<file path="config.mk">
export PLATFORM = sky130hd
export DESIGN_NAME = uart_cmd_top
export DESIGN_NICKNAME = d
export VERILOG_FILES = /design/src/hdl/cmd_pkg.sv /design/src/hdl/uart_pkg.sv /design/src/hdl/cmd_framer.sv /design/src/hdl/uart_cmd_top.sv /design/src/hdl/uart_rx.sv /design/src/hdl/uart_tx.sv
export SDC_FILE = /design/constraint.sdc
export NUM_CORES = 1
export LEC_CHECK = 0
export BUFFER_PORTS_ARGS = -buffer_cell sky130_fd_sc_hd__buf_4
export CAP_MARGIN = 40
export CORE_MARGIN = 2
export CORE_UTILIZATION = 50
export CTS_CLUSTER_DIAMETER = 100
export DETAILED_ROUTE_END_ITERATION = 12
export PLACE_DENSITY = 0.69
export RECOVER_POWER = 100
export SLEW_MARGIN = 20
export SYNTH_ARGS = -nofsm -noshare
export SYNTH_HDL_FRONTEND = slang
export SYNTH_SLANG_ARGS = --single-unit
export TNS_END_PERCENT = 30
</file>
<file path="constraint.sdc">
create_clock -name clk -period 3.25 [get_ports clk]
set_clock_uncertainty 0.2 [all_clocks]
set_input_delay 0.1625 -clock clk [delete_from_list [all_inputs] [get_ports clk]]
set_output_delay 0.1625 -clock clk [all_outputs]
set_load 0.02 [all_outputs]
</file>
<file path="src/hdl/cmd_pkg.sv">
package cmd_pkg;

  typedef enum logic {
    op_read  = 1'b0,
    op_write = 1'b1
  } cmd_op_e;

  // upper byte is op and address, lower byte is write data
  typedef struct packed {
    cmd_op_e    op;
    logic [6:0] addr;
    logic [7:0] data;
  } cmd_t;

  typedef enum logic [2:0] {
    st_idle,
    st_send_hi,
    st_wait_hi,
    st_send_lo,
    st_wait_lo
  } framer_state_e;

endpackage

</file>
<file path="src/hdl/uart_pkg.sv">
package uart_pkg;

  // cycles per bit, 115200 baud from a 50 MHz clock
  localparam int clk_div_default = 434;

  // start, eight data bits, parity, stop
  localparam int frame_bits = 11;

  typedef struct packed {
    logic [7:0] data;
    logic       last;
  } tx_byte_t;

  typedef struct packed {
    logic [7:0] data;
    logic       parity_bad;
    logic       stop_bad;
  } rx_result_t;

  // bit that makes the count of ones over data plus parity odd
  function automatic logic odd_parity(input logic [7:0] data);
    return ~^data;
  endfunction

endpackage

</file>
<file path="src/hdl/cmd_framer.sv">
`timescale 1ns/10ps

module cmd_framer (
  input  logic               clk,
  input  logic               rst_n,
  input  cmd_pkg::cmd_t      cmd,
  input  logic               cmd_vld,
  output logic               cmd_rdy,
  output logic               tx_start,
  output uart_pkg::tx_byte_t tx_byte,
  input  logic               tx_done
);
  import cmd_pkg::*;

  framer_state_e state;
  framer_state_e state_nxt;
  cmd_t          cmd_q;

  assign cmd_rdy  = (state == st_idle);
  assign tx_start = (state == st_send_hi) || (state == st_send_lo);

  always_ff @(posedge clk) begin
    if (cmd_vld && cmd_rdy) begin
      cmd_q <= cmd;
    end
  end

  // high byte is op and address; a read ends there
  always_comb begin
    if (state == st_send_lo || state == st_wait_lo) begin
      tx_byte.data = cmd_q.data;
      tx_byte.last = 1'b1;
    end else begin
      tx_byte.data = {cmd_q.op, cmd_q.addr};
      tx_byte.last = (cmd_q.op == op_read);
    end
  end

  always_comb begin
    state_nxt = state;
    case (state)
      st_idle: begin
        if (cmd_vld) state_nxt = st_send_hi;
      end
      st_send_hi: state_nxt = st_wait_hi;
      st_wait_hi: begin
        if (tx_done) state_nxt = tx_byte.last ? st_idle : st_send_lo;
      end
      st_send_lo: state_nxt = st_wait_lo;
      st_wait_lo: begin
        if (tx_done) state_nxt = st_idle;
      end
      default: state_nxt = st_idle;
    endcase
  end

  always_ff @(posedge clk or negedge rst_n) begin
    if (!rst_n) begin
      state <= st_idle;
    end else begin
      state <= state_nxt;
    end
  end

  // serializer gets no new byte until its frame is out
  a_no_overlap: assert property (
    @(posedge clk) disable iff (!rst_n)
    tx_start |=> (!tx_start throughout tx_done [->1])
  );

endmodule

</file>
<file path="src/hdl/uart_cmd_top.sv">
`timescale 1ns/10ps

module uart_cmd_top #(
  parameter int clk_div    = uart_pkg::clk_div_default,
  parameter bit parity_odd = 1'b1
) (
  input  logic          clk,
  input  logic          rst_n,
  input  cmd_pkg::cmd_t cmd,
  input  logic          cmd_vld,
  output logic          cmd_rdy,
  input  logic          rx,
  output logic          tx,
  output logic          read_vld,
  output logic [7:0]    read_data,
  output logic          rx_err
);
  import uart_pkg::*;

  logic       tx_start;
  logic       tx_done;
  tx_byte_t   tx_byte;
  logic       rx_vld;
  rx_result_t rx_result;
  logic       rx_bad;

  cmd_framer cmd_framer_inst (
    .clk      (clk),
    .rst_n    (rst_n),
    .cmd      (cmd),
    .cmd_vld  (cmd_vld),
    .cmd_rdy  (cmd_rdy),
    .tx_start (tx_start),
    .tx_byte  (tx_byte),
    .tx_done  (tx_done)
  );

  uart_tx #(
    .clk_div    (clk_div),
    .parity_odd (parity_odd)
  ) uart_tx_inst (
    .clk      (clk),
    .rst_n    (rst_n),
    .tx_start (tx_start),
    .tx_byte  (tx_byte),
    .tx_done  (tx_done),
    .tx       (tx)
  );

  uart_rx #(
    .clk_div    (clk_div),
    .parity_odd (parity_odd)
  ) uart_rx_inst (
    .clk       (clk),
    .rst_n     (rst_n),
    .rx        (rx),
    .rx_vld    (rx_vld),
    .rx_result (rx_result)
  );

  // a frame with either flag set is an error, not a read
  assign rx_bad    = rx_result.parity_bad || rx_result.stop_bad;
  assign read_vld  = rx_vld && !rx_bad;
  assign rx_err    = rx_vld && rx_bad;
  assign read_data = rx_result.data;

endmodule

</file>
<file path="src/hdl/uart_rx.sv">
`timescale 1ns/10ps

module uart_rx #(
  parameter int clk_div    = uart_pkg::clk_div_default,
  parameter bit parity_odd = 1'b1
) (
  input  logic                 clk,
  input  logic                 rst_n,
  input  logic                 rx,
  output logic                 rx_vld,
  output uart_pkg::rx_result_t rx_result
);
  import uart_pkg::*;

  localparam int div_w = $clog2(clk_div + 1);

  logic [1:0]       sync;
  logic             rx_q;
  logic             rx_s;
  logic             fall;
  logic             active;
  logic [div_w-1:0] div_cnt;
  logic [div_w-1:0] lim;
  logic [3:0]       bit_cnt;
  logic             mid;
  logic [7:0]       data_sh;
  logic             par_bit;
  logic             par_exp;

  assign rx_s = sync[1];
  assign fall = rx_q && !rx_s;

  // half a bit to the start midpoint, a full bit after that
  assign lim     = (bit_cnt == 4'd0) ? div_w'(clk_div / 2 - 1) : div_w'(clk_div - 1);
  assign mid     = active && (div_cnt == lim);
  assign par_exp = parity_odd ? odd_parity(data_sh) : ~odd_parity(data_sh);

  always_ff @(posedge clk or negedge rst_n) begin
    if (!rst_n) begin
      sync <= 2'b11;
      rx_q <= 1'b1;
    end else begin
      sync <= {sync[0], rx};
      rx_q <= rx_s;
    end
  end

  always_ff @(posedge clk or negedge rst_n) begin
    if (!rst_n) begin
      active  <= 1'b0;
      div_cnt <= '0;
      bit_cnt <= '0;
      rx_vld  <= 1'b0;
    end else begin
      rx_vld <= 1'b0;
      if (!active) begin
        if (fall) begin
          active  <= 1'b1;
          div_cnt <= '0;
          bit_cnt <= '0;
        end
      end else if (mid) begin
        div_cnt <= '0;
        bit_cnt <= bit_cnt + 4'd1;
        // glitch rather than a start bit
        if (bit_cnt == 4'd0 && rx_s) begin
          active <= 1'b0;
        end
        if (bit_cnt == 4'(frame_bits - 1)) begin
          active <= 1'b0;
          rx_vld <= 1'b1;
        end
      end else begin
        div_cnt <= div_cnt + 1'b1;
      end
    end
  end

  always_ff @(posedge clk) begin
    if (mid && bit_cnt >= 4'd1 && bit_cnt <= 4'd8) begin
      data_sh <= {rx_s, data_sh[7:1]};
    end
    if (mid && bit_cnt == 4'd9) begin
      par_bit <= rx_s;
    end
    if (mid && bit_cnt == 4'(frame_bits - 1)) begin
      rx_result.data       <= data_sh;
      rx_result.parity_bad <= (par_bit != par_exp);
      rx_result.stop_bad   <= !rx_s;
    end
  end

  // one strobe per frame, the next frame needs a fresh start bit
  a_vld_pulse: assert property (
    @(posedge clk) disable iff (!rst_n) rx_vld |=> !rx_vld
  );

endmodule

</file>
<file path="src/hdl/uart_tx.sv">
`timescale 1ns/10ps

module uart_tx #(
  parameter int clk_div    = uart_pkg::clk_div_default,
  parameter bit parity_odd = 1'b1
) (
  input  logic               clk,
  input  logic               rst_n,
  input  logic               tx_start,
  input  uart_pkg::tx_byte_t tx_byte,
  output logic               tx_done,
  output logic               tx
);
  import uart_pkg::*;

  localparam int div_w = $clog2(clk_div + 1);

  logic [frame_bits-1:0] shreg;
  logic [div_w-1:0]      div_cnt;
  logic [3:0]            bit_cnt;
  logic                  busy;
  logic                  par;
  logic                  bit_end;

  assign par     = parity_odd ? odd_parity(tx_byte.data) : ~odd_parity(tx_byte.data);
  assign bit_end = busy && (div_cnt == div_w'(clk_div - 1));
  assign tx_done = bit_end && (bit_cnt == 4'(frame_bits - 1));

  // line is the low end of the shift register, ones fill in behind
  assign tx = shreg[0];

  always_ff @(posedge clk or negedge rst_n) begin
    if (!rst_n) begin
      shreg <= '1;
    end else if (tx_start) begin
      shreg <= {1'b1, par, tx_byte.data, 1'b0};
    end else if (bit_end) begin
      shreg <= {1'b1, shreg[frame_bits-1:1]};
    end
  end

  always_ff @(posedge clk or negedge rst_n) begin
    if (!rst_n) begin
      busy    <= 1'b0;
      div_cnt <= '0;
      bit_cnt <= '0;
    end else if (tx_start) begin
      busy    <= 1'b1;
      div_cnt <= '0;
      bit_cnt <= '0;
    end else if (tx_done) begin
      busy    <= 1'b0;
      div_cnt <= '0;
      bit_cnt <= '0;
    end else if (bit_end) begin
      div_cnt <= '0;
      bit_cnt <= bit_cnt + 4'd1;
    end else if (busy) begin
      div_cnt <= div_cnt + 1'b1;
    end
  end

  // divider wraps one short of clk_div on every bit
  a_div_range: assert property (
    @(posedge clk) disable iff (!rst_n) div_cnt < div_w'(clk_div)
  );

endmodule

</file>
==> metrics.txt <==
GR Util All Layers=16.4%; H-tree levels=3; Synth Area per Inst=11.3 um^2; # rows=32; Iter 0 DRT Violations=77; Starting Density=50.8%; crit path kind=register to register; RSZ-0062 raised after global routing=false; Storage cell area=2200 um^2; final setup TNS=0 ns; worst path cell trace=inv_1 > ha_2 > or3b_1 > or4_4 > a2111oi_4 > and2_4 > and4b_1 > buf_12; reg2reg path depth=8; Worst setup EP type=register; Max Cap Viol=0; HP Class=input pin to register; worst-margin pin slew=0.919 ns; setup ws final=0.131 ns; cell family with most CP delay=simple AND/OR/NAND/NOR gates; WL/cell=12.9 um; most frequent cells in the layout=edfxtp_1, nand2_1, nor2_1; Worst setup SP type=register; Hold Path Stages=4; pre-CTS WS=0.0994 ns; number of port buffers=31; Clock power frac=20.2%; PwrDens=678 nW/um^2; Clock Path Buffers=2; Min Hold Slack=0.0333 ns; Distinct cells, synth=46; fillcell total=678; Final setup viols=0; most common cell after layout, fill and taps aside=edfxtp_1; EDFF count, synth=35; Mapped Area=3870 um^2; fin nets=417; cell internal pwr=0.00201 W; Seq pwr share=49.8%; final WL=6380 um; Hold Fails Final Rpt=0; Arr. time, crit path=2.97 ns; fraction of registers with async set/reset=56.3%; detail-routed via count per cell=5.21; area grow syn2layout=14.9%; CTS root buffer=clkbuf_8; Synthesized Nets=372; slowest CP cell=or4_4; slowest stage delay, CP=0.50 ns; area of the multi-input gates=1490 um^2; largest net degree at the start of global routing=46; total iterations of the first detailed-routing run=5; antenna diode count=0; gpl congestion=0.806; share of the clock period used by the worst path=96.0%; clk_lat worst skew=0.33 ns; remaining global-route overflow=0; LEAKAGE=1.77 nW; critical hold path startpoint=cmd_vld; dpl hpwl=4310 um; vias in the first global route=2524; full die area=8450 um^2; Reg-to-Reg Start=uart_rx_inst.bit_cnt[0]; post-CTS setup buffers=0; # DRC=0; layout cell share with drive strength beyond 1=17.9%; initial antenna violation count=0; first-pass GRT wire length=11100 um; Crit path required time=3.10 ns; CTS clk-pin slew, worst paths=0.08 ns; Seq/Total Area, Yosys=56.7%; synth warn=0; switching share of power=33.4%; cells after synthesis=342; status=complete, no violations; Antenna Violating Nets Remaining=0; met2 usage=27.6%; Worst Path Buf+Inv=2; R2R setup slack=0.13 ns; met1 usage=21.6%; Logic pwr share=30.0%; Boundary Pins=32; Hold EP=cmd_framer_inst.state[0]; CTS tree=built; CP Depth=8; Die Span Y=91.9 um; CTS Sinks=80; Slew headroom=38.7%; worst reg2reg path endpoint=uart_rx_inst.rx_result[3]; final slew viol count=0; fin crit period=3.12 ns; IR drop worst, VDD=0.000450 V; Max FO, Critical Path=10; vias=2574; core region area=7610 um^2; synthesis-stage register bit count=80; GRT Max-Usage Layer=met2; die width=91.9 um; Switching Power=0.00101 W; fmax=321 MHz; main flop type after synthesis=edfxtp_1; CTS buffer count=9; GR Util met3=2.55%
==> power by group through the flow <==
stage / logic [W] / registers (W) / clock network [W]
detailed placement: 0.000914 / 0.00152 / 0
global route: 0.00103 / 0.00153 / 0.000672
global placement: 0.000892 / 0.00151 / 0
CTS: 0.000935 / 0.00150 / 0.000626
floorplan: 0.000767 / 0.00144 / 0
finish: 0.000905 / 0.00150 / 0.000607
==> worst register-to-register path, delay by kind of cell (launching register included) <==
kind,cells,cell delay [ns]
and+or+nand+nor,4,1.34
DFF,1,0.45
AOI/OAI and AO/OA,1,0.37
buffers and inverters,2,0.26
adders and majority gates,1,0.20
==> stage by stage <==
stage          power (W)  std cells  area [um^2]  util [%]
2_1_floorplan    0.00220        342         3870         -
6_report         0.00301        494         4440      58.4
4_1_cts          0.00306        494         4500      59.2
3_5_place_dp     0.00243        460         4160      54.7
3_3_place_gp     0.00240        460         4160      54.7
5_1_grt          0.00323        494         4440      58.4
==> logic make-up (layout without fill, tap and decap cells) <==
logic type	after synthesis	in the layout	share of synthesized area [%]
buf+inv	31	81	4.30
simple gates	124	124	16.5
flops	80	80	56.7
compound gates	62	62	10.7
fa+ha+maj	10	10	3.24
xor+xnor	25	25	5.66
mux	10	10	2.85
==> Yosys cell counts, types with 3 or more instances <==
cell	number	area share, %
o21ai_1	3	0.39
dfrtp_1	32	21
buf_4	9	1.7
o221ai_1	8	1.8
xor2_1	8	1.8
nand3_1	8	1.0
o21ai_0	25	3.2
xnor2_1	17	3.9
nand3b_1	3	0.58
nor2b_1	4	0.65
inv_1	9	0.87
mux2_2	8	2.3
dfstp_2	13	8.8
and4b_1	3	0.78
ha_1	10	3.2
nor2_1	32	3.1
o21ai_2	6	1.4
edfxtp_1	35	27
nand2_1	33	3.2
clkbuf_1	10	0.97
a31oi_1	3	0.49
nor3b_1	10	1.9
nand2b_1	6	0.97
a21oi_1	7	0.91
nand4_1	3	0.49
and3_1	8	1.3
nor3_1	5	0.65
==> cell type report <==
cell class,count,area share (%)
Timing Repair Buffer,56,9.63
Tap cell,102,2.87
Inverter,9,0.761
Clock buffer,9,2.79
Sequential cell,80,49.4
Clock inverter,7,0.873
Multi-Input combinational cell,231,33.6
==> registers in the layout, summed over array words and instances, names as in the netlist, 2 cells and up <==
name / count
cmd_framer_inst.cmd_q: 16
cmd_framer_inst.state: 3
uart_rx_inst.bit_cnt: 4
uart_rx_inst.data_sh: 8
uart_rx_inst.div_cnt: 9
uart_rx_inst.rx_result: 10
uart_rx_inst.sync: 2
uart_tx_inst.bit_cnt: 4
uart_tx_inst.div_cnt: 9
uart_tx_inst.shreg: 10
==> metal layers <==
layer | part of all wire [%] | routed length (um) | vias to the layer above
met5 | 0 | 0 | -
met4 | 0.97 | 62 | 0
met3 | 3.4 | 214 | 6
met2 | 50 | 3170 | 47
met1 | 46 | 2930 | 1230
li1 | - | - | 1291
==> what timing repair did <==
item	in CTS	in global routing
endpoints found under the hold margin	57	0
endpoints found under the setup margin	0	12
gates resized for setup	0	3
hold buffers	18	0
==> how the worst max path moves through the flow <==
stage                            start  slack, ns                         to
6_report       uart_rx_inst.bit_cnt[0]       0.13  uart_rx_inst.rx_result[3]
5_1_grt        uart_rx_inst.bit_cnt[0]      0.004  uart_rx_inst.rx_result[7]
4_1_cts        uart_rx_inst.bit_cnt[0]       0.07  uart_rx_inst.rx_result[3]
3_5_place_dp   uart_rx_inst.bit_cnt[0]        0.1  uart_rx_inst.rx_result[3]
3_3_place_gp   uart_rx_inst.bit_cnt[0]       0.16  uart_rx_inst.rx_result[2]
2_1_floorplan  uart_rx_inst.bit_cnt[0]       0.18  uart_rx_inst.rx_result[0]
No activity file was read; power rests on OpenSTA's default activity.
